**src/adc_pkg.sv**
```systemverilog
// Shared definitions for the receive capture core
// Sample and lane types, packer and FIFO sizing
// AXI4-Lite register map, response codes and ID value

`default_nettype none

package adc_pkg;

  // Sample path sizing
  localparam int NUM_CHANNELS = 4;
  localparam int SAMPLE_W     = 16;
  localparam int WORD_W       = NUM_CHANNELS * SAMPLE_W;
  // Packer fill count holds up to two words worth of lanes
  localparam int FILL_W       = $clog2(2 * NUM_CHANNELS);

  typedef logic signed [SAMPLE_W-1:0] sample_t;
  // Lane 0 sits in the least significant bits
  typedef sample_t [NUM_CHANNELS-1:0] lanes_t;

  // Word FIFO
  localparam int FIFO_DEPTH = 16;
  localparam int FIFO_AW    = $clog2(FIFO_DEPTH);

  // **************************************************************************
  // Register port
  // **************************************************************************
  localparam int AXI_AW = 32;
  localparam int AXI_DW = 32;

  localparam logic [AXI_AW-1:0] REG_ID          = 32'h0000_0000;
  localparam logic [AXI_AW-1:0] REG_CHAN_ENABLE = 32'h0000_0004;
  localparam logic [AXI_AW-1:0] REG_STATUS      = 32'h0000_0008;
  localparam logic [AXI_AW-1:0] REG_WORD_COUNT  = 32'h0000_000C;

  // ASCII "ADC1"
  localparam logic [AXI_DW-1:0] CORE_ID = 32'h4144_4331;

  localparam logic [1:0] RESP_OKAY   = 2'b00;
  localparam logic [1:0] RESP_SLVERR = 2'b10;

  localparam logic [NUM_CHANNELS-1:0] ENABLE_RESET = '1;

endpackage

`default_nettype wire

```
**src/adc_regs.sv**
```systemverilog
// AXI4-Lite register block for the capture path
// Channel enables, sticky overflow flag, stored word counter, ID

`timescale 1ns/10ps
`default_nettype none

module adc_regs
  import adc_pkg::*;
(
  input  logic                    axi_aclk,
  input  logic                    rst_n,

  input  logic                    s_axi_awvalid,
  output logic                    s_axi_awready,
  input  logic [AXI_AW-1:0]       s_axi_awaddr,
  input  logic                    s_axi_wvalid,
  output logic                    s_axi_wready,
  input  logic [AXI_DW-1:0]       s_axi_wdata,
  input  logic [AXI_DW/8-1:0]     s_axi_wstrb,
  output logic                    s_axi_bvalid,
  input  logic                    s_axi_bready,
  output logic [1:0]              s_axi_bresp,
  input  logic                    s_axi_arvalid,
  output logic                    s_axi_arready,
  input  logic [AXI_AW-1:0]       s_axi_araddr,
  output logic                    s_axi_rvalid,
  input  logic                    s_axi_rready,
  output logic [AXI_DW-1:0]       s_axi_rdata,
  output logic [1:0]              s_axi_rresp,

  output logic [NUM_CHANNELS-1:0] chan_enable,
  input  logic                    word_stored,
  input  logic                    word_dropped
);

  logic              aw_w_ready;
  logic              wr_en;
  logic              wr_apply;
  logic              wr_mapped;
  logic              rd_en;
  logic              rd_mapped;
  logic [AXI_DW-1:0] rd_word;
  logic              ovf_flag;
  logic [AXI_DW-1:0] word_count;

  // **************************************************************************
  // Write channel
  // **************************************************************************

  // Address and data are accepted together, one beat per response
  assign s_axi_awready = aw_w_ready;
  assign s_axi_wready  = aw_w_ready;

  assign wr_en    = aw_w_ready & s_axi_awvalid & s_axi_wvalid;
  assign wr_apply = wr_en & wr_mapped & s_axi_wstrb[0];

  always_comb begin
    wr_mapped = 1'b0;
    case (s_axi_awaddr)
      REG_ID, REG_CHAN_ENABLE, REG_STATUS, REG_WORD_COUNT: wr_mapped = 1'b1;
      default: wr_mapped = 1'b0;
    endcase
  end

  always_ff @(posedge axi_aclk or negedge rst_n) begin
    if (!rst_n) begin
      aw_w_ready   <= 1'b0;
      s_axi_bvalid <= 1'b0;
    end else begin
      aw_w_ready <= ~aw_w_ready & ~s_axi_bvalid & s_axi_awvalid & s_axi_wvalid;
      if (wr_en) begin
        s_axi_bvalid <= 1'b1;
      end else if (s_axi_bready) begin
        s_axi_bvalid <= 1'b0;
      end
    end
  end

  always_ff @(posedge axi_aclk) begin
    if (wr_en) begin
      s_axi_bresp <= wr_mapped ? RESP_OKAY : RESP_SLVERR;
    end
  end

  // **************************************************************************
  // Register state
  // **************************************************************************
  always_ff @(posedge axi_aclk or negedge rst_n) begin
    if (!rst_n) begin
      chan_enable <= ENABLE_RESET;
      ovf_flag    <= 1'b0;
      word_count  <= '0;
    end else begin
      if (wr_apply && s_axi_awaddr == REG_CHAN_ENABLE) begin
        chan_enable <= s_axi_wdata[NUM_CHANNELS-1:0];
      end

      // New overflow beats a clear in the same cycle
      if (word_dropped) begin
        ovf_flag <= 1'b1;
      end else if (wr_apply && s_axi_awaddr == REG_STATUS && s_axi_wdata[0]) begin
        ovf_flag <= 1'b0;
      end

      // Any write clears, otherwise saturating count
      if (wr_apply && s_axi_awaddr == REG_WORD_COUNT) begin
        word_count <= '0;
      end else if (word_stored && word_count != '1) begin
        word_count <= word_count + 1'b1;
      end
    end
  end

  // **************************************************************************
  // Read channel
  // **************************************************************************
  assign rd_en = s_axi_arready & s_axi_arvalid;

  always_comb begin
    rd_mapped = 1'b1;
    rd_word   = '0;
    case (s_axi_araddr)
      REG_ID:          rd_word = CORE_ID;
      REG_CHAN_ENABLE: rd_word[NUM_CHANNELS-1:0] = chan_enable;
      REG_STATUS:      rd_word[0] = ovf_flag;
      REG_WORD_COUNT:  rd_word = word_count;
      default:         rd_mapped = 1'b0;
    endcase
  end

  always_ff @(posedge axi_aclk or negedge rst_n) begin
    if (!rst_n) begin
      s_axi_arready <= 1'b0;
      s_axi_rvalid  <= 1'b0;
    end else begin
      s_axi_arready <= ~s_axi_arready & ~s_axi_rvalid & s_axi_arvalid;
      if (rd_en) begin
        s_axi_rvalid <= 1'b1;
      end else if (s_axi_rready) begin
        s_axi_rvalid <= 1'b0;
      end
    end
  end

  // Unmapped reads return zero data from the mux default
  always_ff @(posedge axi_aclk) begin
    if (rd_en) begin
      s_axi_rdata <= rd_word;
      s_axi_rresp <= rd_mapped ? RESP_OKAY : RESP_SLVERR;
    end
  end

endmodule

`default_nettype wire

```
**src/adc_cpack.sv**
```systemverilog
// Channel packer
// Gathers enabled channel samples into full words in channel order,
// carries surplus lanes over and restarts on an enable change

`timescale 1ns/10ps
`default_nettype none

module adc_cpack
  import adc_pkg::*;
(
  input  logic                    axi_aclk,
  input  logic                    rst_n,
  input  logic [NUM_CHANNELS-1:0] chan_enable,
  input  logic                    adc_valid,
  input  lanes_t                  adc_data,
  output logic                    word_push,
  output lanes_t                  word_data
);

  logic [NUM_CHANNELS-1:0]      enable_q;
  logic                         enable_chg;
  logic [FILL_W-1:0]            fill_cnt;
  logic [FILL_W-1:0]            fill_eff;
  logic [FILL_W-1:0]            num_en;
  logic [FILL_W-1:0]            total;
  logic                         word_full;
  lanes_t                       acc;
  lanes_t                       compact;
  sample_t [2*NUM_CHANNELS-1:0] merged;

  // Partial word belongs to the old enables and is dropped
  assign enable_chg = (chan_enable != enable_q);
  assign fill_eff   = enable_chg ? '0 : fill_cnt;

  // **************************************************************************
  // Lane selection
  // **************************************************************************

  // Squeeze enabled samples to the low lanes
  always_comb begin
    compact = '0;
    num_en  = '0;
    for (int c = 0; c < NUM_CHANNELS; c++) begin
      if (chan_enable[c]) begin
        compact[num_en] = adc_data[c];
        num_en          = num_en + 1'b1;
      end
    end
  end

  // Held lanes first, then the new samples
  always_comb begin
    merged = '0;
    for (int i = 0; i < NUM_CHANNELS; i++) begin
      if (FILL_W'(i) < fill_eff) begin
        merged[i] = acc[i];
      end
    end
    for (int c = 0; c < NUM_CHANNELS; c++) begin
      if (FILL_W'(c) < num_en) begin
        merged[fill_eff + FILL_W'(c)] = compact[c];
      end
    end
  end

  assign total     = fill_eff + num_en;
  assign word_full = (total >= FILL_W'(NUM_CHANNELS));

  // **************************************************************************
  // Fill state
  // **************************************************************************
  always_ff @(posedge axi_aclk or negedge rst_n) begin
    if (!rst_n) begin
      enable_q  <= ENABLE_RESET;
      fill_cnt  <= '0;
      word_push <= 1'b0;
    end else begin
      enable_q  <= chan_enable;
      word_push <= adc_valid & word_full;
      if (adc_valid) begin
        if (word_full) begin
          fill_cnt <= total - FILL_W'(NUM_CHANNELS);
        end else begin
          fill_cnt <= total;
        end
      end else if (enable_chg) begin
        fill_cnt <= '0;
      end
    end
  end

  // Completed word out, upper lanes kept as the next partial
  always_ff @(posedge axi_aclk) begin
    if (adc_valid) begin
      if (word_full) begin
        word_data <= merged[NUM_CHANNELS-1:0];
        acc       <= merged[2*NUM_CHANNELS-1:NUM_CHANNELS];
      end else begin
        acc <= merged[NUM_CHANNELS-1:0];
      end
    end
  end

endmodule

`default_nettype wire

```
**src/adc_word_fifo.sv**
```systemverilog
// Synchronous word FIFO for packed words
// Valid/ready stream output, drop and store reporting on push

`timescale 1ns/10ps
`default_nettype none

module adc_word_fifo
  import adc_pkg::*;
(
  input  logic              axi_aclk,
  input  logic              rst_n,
  input  logic              word_push,
  input  lanes_t            word_data,
  output logic              word_stored,
  output logic              word_dropped,
  output logic              m_axis_valid,
  input  logic              m_axis_ready,
  output logic [WORD_W-1:0] m_axis_data
);

  lanes_t             mem [FIFO_DEPTH];
  logic [FIFO_AW-1:0] wr_ptr;
  logic [FIFO_AW-1:0] rd_ptr;
  logic [FIFO_AW:0]   count;
  logic               full;
  logic               pop;
  logic               push_ok;

  assign full         = (count == FIFO_DEPTH);
  assign m_axis_valid = (count != '0);
  assign m_axis_data  = mem[rd_ptr];
  assign pop          = m_axis_valid & m_axis_ready;

  // A pop in the same cycle frees the slot for a push
  assign push_ok      = word_push & (~full | pop);
  assign word_stored  = push_ok;
  assign word_dropped = word_push & ~push_ok;

  always_ff @(posedge axi_aclk) begin
    if (push_ok) begin
      mem[wr_ptr] <= word_data;
    end
  end

  // Pointers wrap naturally at the power of two depth
  always_ff @(posedge axi_aclk or negedge rst_n) begin
    if (!rst_n) begin
      wr_ptr <= '0;
      rd_ptr <= '0;
      count  <= '0;
    end else begin
      if (push_ok) begin
        wr_ptr <= wr_ptr + 1'b1;
      end
      if (pop) begin
        rd_ptr <= rd_ptr + 1'b1;
      end
      case ({push_ok, pop})
        2'b10:   count <= count + 1'b1;
        2'b01:   count <= count - 1'b1;
        default: count <= count;
      endcase
    end
  end

endmodule

`default_nettype wire

```
**src/adc_capture_top.sv**
```systemverilog
// Receive capture top level
// Register block, channel packer and word FIFO

`timescale 1ns/10ps
`default_nettype none

module adc_capture_top
  import adc_pkg::*;
(
  input  logic                axi_aclk,
  input  logic                rst_n,

  input  logic                s_axi_awvalid,
  output logic                s_axi_awready,
  input  logic [AXI_AW-1:0]   s_axi_awaddr,
  input  logic                s_axi_wvalid,
  output logic                s_axi_wready,
  input  logic [AXI_DW-1:0]   s_axi_wdata,
  input  logic [AXI_DW/8-1:0] s_axi_wstrb,
  output logic                s_axi_bvalid,
  input  logic                s_axi_bready,
  output logic [1:0]          s_axi_bresp,
  input  logic                s_axi_arvalid,
  output logic                s_axi_arready,
  input  logic [AXI_AW-1:0]   s_axi_araddr,
  output logic                s_axi_rvalid,
  input  logic                s_axi_rready,
  output logic [AXI_DW-1:0]   s_axi_rdata,
  output logic [1:0]          s_axi_rresp,

  input  logic                adc_valid,
  input  lanes_t              adc_data,

  output logic                m_axis_valid,
  input  logic                m_axis_ready,
  output logic [WORD_W-1:0]   m_axis_data
);

  logic [NUM_CHANNELS-1:0] chan_enable;
  logic                    word_push;
  lanes_t                  word_data;
  logic                    word_stored;
  logic                    word_dropped;

  adc_regs u_regs (
    .axi_aclk      (axi_aclk),
    .rst_n         (rst_n),
    .s_axi_awvalid (s_axi_awvalid),
    .s_axi_awready (s_axi_awready),
    .s_axi_awaddr  (s_axi_awaddr),
    .s_axi_wvalid  (s_axi_wvalid),
    .s_axi_wready  (s_axi_wready),
    .s_axi_wdata   (s_axi_wdata),
    .s_axi_wstrb   (s_axi_wstrb),
    .s_axi_bvalid  (s_axi_bvalid),
    .s_axi_bready  (s_axi_bready),
    .s_axi_bresp   (s_axi_bresp),
    .s_axi_arvalid (s_axi_arvalid),
    .s_axi_arready (s_axi_arready),
    .s_axi_araddr  (s_axi_araddr),
    .s_axi_rvalid  (s_axi_rvalid),
    .s_axi_rready  (s_axi_rready),
    .s_axi_rdata   (s_axi_rdata),
    .s_axi_rresp   (s_axi_rresp),
    .chan_enable   (chan_enable),
    .word_stored   (word_stored),
    .word_dropped  (word_dropped)
  );

  adc_cpack u_cpack (
    .axi_aclk    (axi_aclk),
    .rst_n       (rst_n),
    .chan_enable (chan_enable),
    .adc_valid   (adc_valid),
    .adc_data    (adc_data),
    .word_push   (word_push),
    .word_data   (word_data)
  );

  adc_word_fifo u_fifo (
    .axi_aclk     (axi_aclk),
    .rst_n        (rst_n),
    .word_push    (word_push),
    .word_data    (word_data),
    .word_stored  (word_stored),
    .word_dropped (word_dropped),
    .m_axis_valid (m_axis_valid),
    .m_axis_ready (m_axis_ready),
    .m_axis_data  (m_axis_data)
  );

endmodule

`default_nettype wire

```
**config.mk**
```make
export PLATFORM = sky130hd
export DESIGN_NAME = adc_capture_top
export DESIGN_NICKNAME = d
export VERILOG_FILES = /design/src/adc_pkg.sv /design/src/adc_regs.sv /design/src/adc_cpack.sv /design/src/adc_word_fifo.sv /design/src/adc_capture_top.sv
export SDC_FILE = /design/constraint.sdc
export NUM_CORES = 2
export LEC_CHECK = 0
export BUFFER_PORTS_ARGS = -buffer_cell sky130_fd_sc_hd__buf_2
export CAP_MARGIN = 5
export CELL_PAD_IN_SITES_DETAIL_PLACEMENT = 1
export CELL_PAD_IN_SITES_GLOBAL_PLACEMENT = 2
export CORE_UTILIZATION = 45
export DETAILED_ROUTE_END_ITERATION = 8
export GPL_ROUTABILITY_DRIVEN = 0
export GPL_TIMING_DRIVEN = 0
export PLACE_DENSITY_LB_ADDON = 0.1
export SLEW_MARGIN = 30
export SYNTH_ARGS = -nofsm -noshare
export SYNTH_HDL_FRONTEND = slang
export SYNTH_SLANG_ARGS = --single-unit
```
**constraint.sdc**
```tcl
create_clock -name axi_aclk -period 11.8 [get_ports axi_aclk]
set_clock_uncertainty 0.05 [all_clocks]
set_input_delay 0.59 -clock axi_aclk [delete_from_list [all_inputs] [get_ports axi_aclk]]
set_output_delay 0.59 -clock axi_aclk [all_outputs]
set_load 0.02 [all_outputs]
```
==> results.toml <==
[route]
met3WireLength_mm = 13.56
post_drt_wl_per_cell_um = 34.31
postRouteAntennaNets = 0
met2WireLength_mm = 85.90
drt_iter0_drcs = 4143
drt_pass1_iterations = 6
drc = 0
routedLengthMet1_mm = 70.85
num_vias = 33070
route.top_layer_used = "met5"
vias_per_cell = 6.413
route.final.wire_length_mm = 177.0

[floorplanning]
core_rows = 126
die-width_um = 347.9
pin_count = 279
core_area_um2 = 118400
initial_standard_cell_utilization_of_the_core = 0.4547
floorplan.die.height_um = 347.9
fp.dieArea_um2 = 121000

[cts]
cts-resized-gates = 0
clock_tree.htree_level_count = 4
cts.clk_slew.worst_paths_ns = 0.06
holdBufCountCts = 7
cts.sinks = 1248
cts_tree = "built"
clockRootBuffer = "sky130_fd_sc_hd__clkbuf_16"
clock_latency_on_the_worst_skew_pair_ns = 0.76
max-clock-path-buffers = 3
cts_inserted_buffers = 135
post-cts-setup-buffer-count = 0

[pwr]
power.switching_fraction = 0.2869
p_comb_frac = 0.237
clock_share_of_power = 0.357
power.switching_w = 0.003430
power.sequential.fraction = 0.406
power_w = 0.01195
worst_ir_drop_vdd_uv = 132.0
internal_power_w = 0.008524
power-per-cell-area_nw_per_um2 = 190.7
leakagePower_nw = 20.06

[timing]
max_slew_margin = 0.2773
postLayoutSetupSlackWorst_ns = 5.492
final.min_clock_period_ns = 6.308
finalMaxSlewViolations = 0
setup-tns-final_ns = 0
post-route-period-util = 0.5346
final_hold_viol_count = 0
rsz0062_at_grt = "false"
finalSetupViolations = 0
max_freq_ghz = 0.1585
tightest_slew_ns = 1.075

[worst_setup_path]
critical-path-max-stage-delay_ns = 0.72
worst-endpoint-arrival_ns = 6.68
timing.critical_path.buf_inv = 6
crit_path_max_fanout = 23
r2r-start = "u_regs.chan_enable[0]$_DFFE_PN1P_"
timing.critical_path.from_type = "flip-flop"
reg2regPathDepth = 15
r2r-end = "u_cpack.word_data[23]$_DFFE_PP_"
cp_slowest_cell = "sky130_fd_sc_hd__clkbuf_1"
timing.critical_path.cells = "buf_2, inv_1, ha_1, xor2_1, ha_1, nor2b_1, a31o_1, clkinv_1, fa_1, xnor2_1, xor2_1, clkbuf_1, and2_4, buf_12, buf_12"
critPathCaptureType = "flip-flop"
worst-r2r-setup-slack_ns = 5.49
timing.critical_path.from = "u_regs.chan_enable[0]$_DFFE_PN1P_"
critPathTopFamily = "buffers and inverters"
crit_path_kind = "reg -> reg"
worst-endpoint-required_ns = 12.18

[synthesis]
synth_area_leader_cell = "sky130_fd_sc_hd__edfxtp_1"
synth.most_common_cell = "sky130_fd_sc_hd__edfxtp_1"
post-synth-top-area-fraction = 0.6616
number_of_enable_flip_flop_cells_after_synthesis = 1186
postSynthRegisterBits = 1248
yosysWarnings = 0
yosysSeqAreaShare = 0.6906
netlist_instances = 3010
post_synth.cell_area_avg_um2 = 17.88
synth_area_um2 = 53830
post_synthesis_async_set_or_reset_flop_share = 0.04968
synth_commonest_cells = "sky130_fd_sc_hd__edfxtp_1 (1186), sky130_fd_sc_hd__mux4_2 (320), sky130_fd_sc_hd__nor2_1 (128)"
synth_area_leaders = "sky130_fd_sc_hd__edfxtp_1 (66%), sky130_fd_sc_hd__mux4_2 (13%), sky130_fd_sc_hd__dfrtp_1 (2.5%), sky130_fd_sc_hd__a221oi_1 (0.91%), sky130_fd_sc_hd__nor2_1 (0.89%)"
ys.flop_type = "sky130_fd_sc_hd__edfxtp_1"
yosysUniqueCellTypes = 101

[grt]
antenna_found_initial = 26
grt_first_pass_wirelength_mm = 252.4
grt_pass1_vias = 34580
grt_max_degree = 46
globalRouteOverflowTotal = 0
grt.total_usage = 0.2943

[finish]
post_layout_nonfiller_instances = 5157
syn_to_final_growth_pct = 16.43
finish.net_count = 3633
drive_gt1_frac = 0.2891
final_util = 0.5294

[placement]
post-place-cells = 4893
io_buffers = 244
pre_cts_slack_ns = 5.584
dp_hpwl_mm = 121.5

[min_path]
tightest_hold_check_type = "in -> reg"
hold-path-cell-count = 3
whs_endpoint = "u_regs.s_axi_rvalid$_DFFE_PN0P_"
min_from = "s_axi_rready"

[status]
result_of_the_run = "finished, final reports clean"

[run]
max_cap_violations = 0
-- worst register-to-register path, cell delays in order (launching register included) --
cell	delay, ns
sky130_fd_sc_hd__dfstp_2	0.53
sky130_fd_sc_hd__buf_2	0.20
sky130_fd_sc_hd__inv_1	0.13
sky130_fd_sc_hd__ha_1	0.46
sky130_fd_sc_hd__xor2_1	0.30
sky130_fd_sc_hd__ha_1	0.33
sky130_fd_sc_hd__nor2b_1	0.13
sky130_fd_sc_hd__a31o_1	0.23
sky130_fd_sc_hd__clkinv_1	0.25
sky130_fd_sc_hd__fa_1	0.47
sky130_fd_sc_hd__xnor2_1	0.37
sky130_fd_sc_hd__xor2_1	0.64
sky130_fd_sc_hd__clkbuf_1	0.72
sky130_fd_sc_hd__and2_4	0.58
sky130_fd_sc_hd__buf_12	0.30
sky130_fd_sc_hd__buf_12	0.26
-- cells by family (layout without fill, tap and decap cells) --
family / Yosys count / count (layout) / share of synthesized area
mux: 395 / 395 / 0.1490
flops: 1248 / 1248 / 0.6906
buf+inv: 238 / 772 / 0.01899
xor+xnor: 52 / 52 / 0.008460
fa+ha+maj: 23 / 23 / 0.005625
other cells: 1 / 14 / 0.00006966
simple gates: 530 / 530 / 0.05195
compound gates: 523 / 523 / 0.07533
-- worst max path at each step --
stage | cells past startpoint | end | slack [ns]
floorplan | 13 | u_cpack.word_data[0]$_DFFE_PP_ | 6.28
global placement | 13 | u_cpack.word_data[18]$_DFFE_PP_ | 3.14
detailed placement | 15 | u_cpack.word_data[23]$_DFFE_PP_ | 5.58
CTS | 15 | u_cpack.word_data[23]$_DFFE_PP_ | 5.53
global route | 15 | u_cpack.word_data[24]$_DFFE_PP_ | 5.25
finish | 15 | u_cpack.word_data[23]$_DFFE_PP_ | 5.49
-- registers in the layout (all words and copies together), names as in the netlist, 3 cells and up --
signal,flops
u_cpack.acc,64
u_fifo.wr_ptr,4
u_regs.chan_enable,4
u_cpack.enable_q,4
u_regs.word_count,32
u_regs.s_axi_rdata,32
u_fifo.rd_ptr,4
u_fifo.mem,1024
u_fifo.count,5
u_cpack.word_data,64
u_cpack.fill_cnt,3
-- stage by stage --
step                      cell area, um^2  hold WS, ns
after global routing                62660      0.03151
final                               62670      0.05254
after global placement              57060       0.3083
after CTS                           62620     0.005027
after floorplan                     53840       0.2444
after detailed placement            58100       0.3070
-- metal layers --
| layer | global-route usage | vias up |
|---|---|---|
| li1 | - | 13440 |
| met1 | 0.3954 | 17510 |
| met2 | 0.4804 | 1727 |
| met3 | 0.05477 | 380 |
| met4 | 0.1074 | 14 |
| met5 | 0 | - |
-- cell type report --
| cell class | count | area (um^2) |
|---|---|---|
| flip-flops and latches | 1248 | 37180 |
| inverters | 31 | 118.9 |
| repair buffers | 289 | 2172 |
| plain buffers | 207 | 948.4 |
| multi-input cells | 1525 | 15790 |
| clock buffers | 158 | 3527 |
| clock inverters | 87 | 914.6 |
| diodes | 12 | 30.03 |
| well taps | 1600 | 2002 |
| fillers | 10840 | 55720 |
-- layout by cell type (no fill, tap or decap), types with 52 or more instances in the layout --
master                      Yosys  final
sky130_fd_sc_hd__a221oi_1      56     56
sky130_fd_sc_hd__edfxtp_1    1186   1186
sky130_fd_sc_hd__clkbuf_16      0    137
sky130_fd_sc_hd__a21oi_1       52     52
sky130_fd_sc_hd__clkbuf_1     121    127
sky130_fd_sc_hd__mux4_2       320    320
sky130_fd_sc_hd__nand2_1      117    117
sky130_fd_sc_hd__nor2_1       128    127
sky130_fd_sc_hd__and2_1        62     52
sky130_fd_sc_hd__dfrtp_1       54     54
sky130_fd_sc_hd__buf_2         37    302
-- power by group through the flow --
stage | clock network, W | logic (W) | registers, W
after floorplan | 0 | 0.00188 | 0.00494
after global placement | 0 | 0.00283 | 0.00494
after detailed placement | 0 | 0.00288 | 0.00495
after CTS | 0.00433 | 0.00289 | 0.00485
after global routing | 0.00446 | 0.00300 | 0.00485
final | 0.00426 | 0.00284 | 0.00485
(Power assumes the default switching activity.)
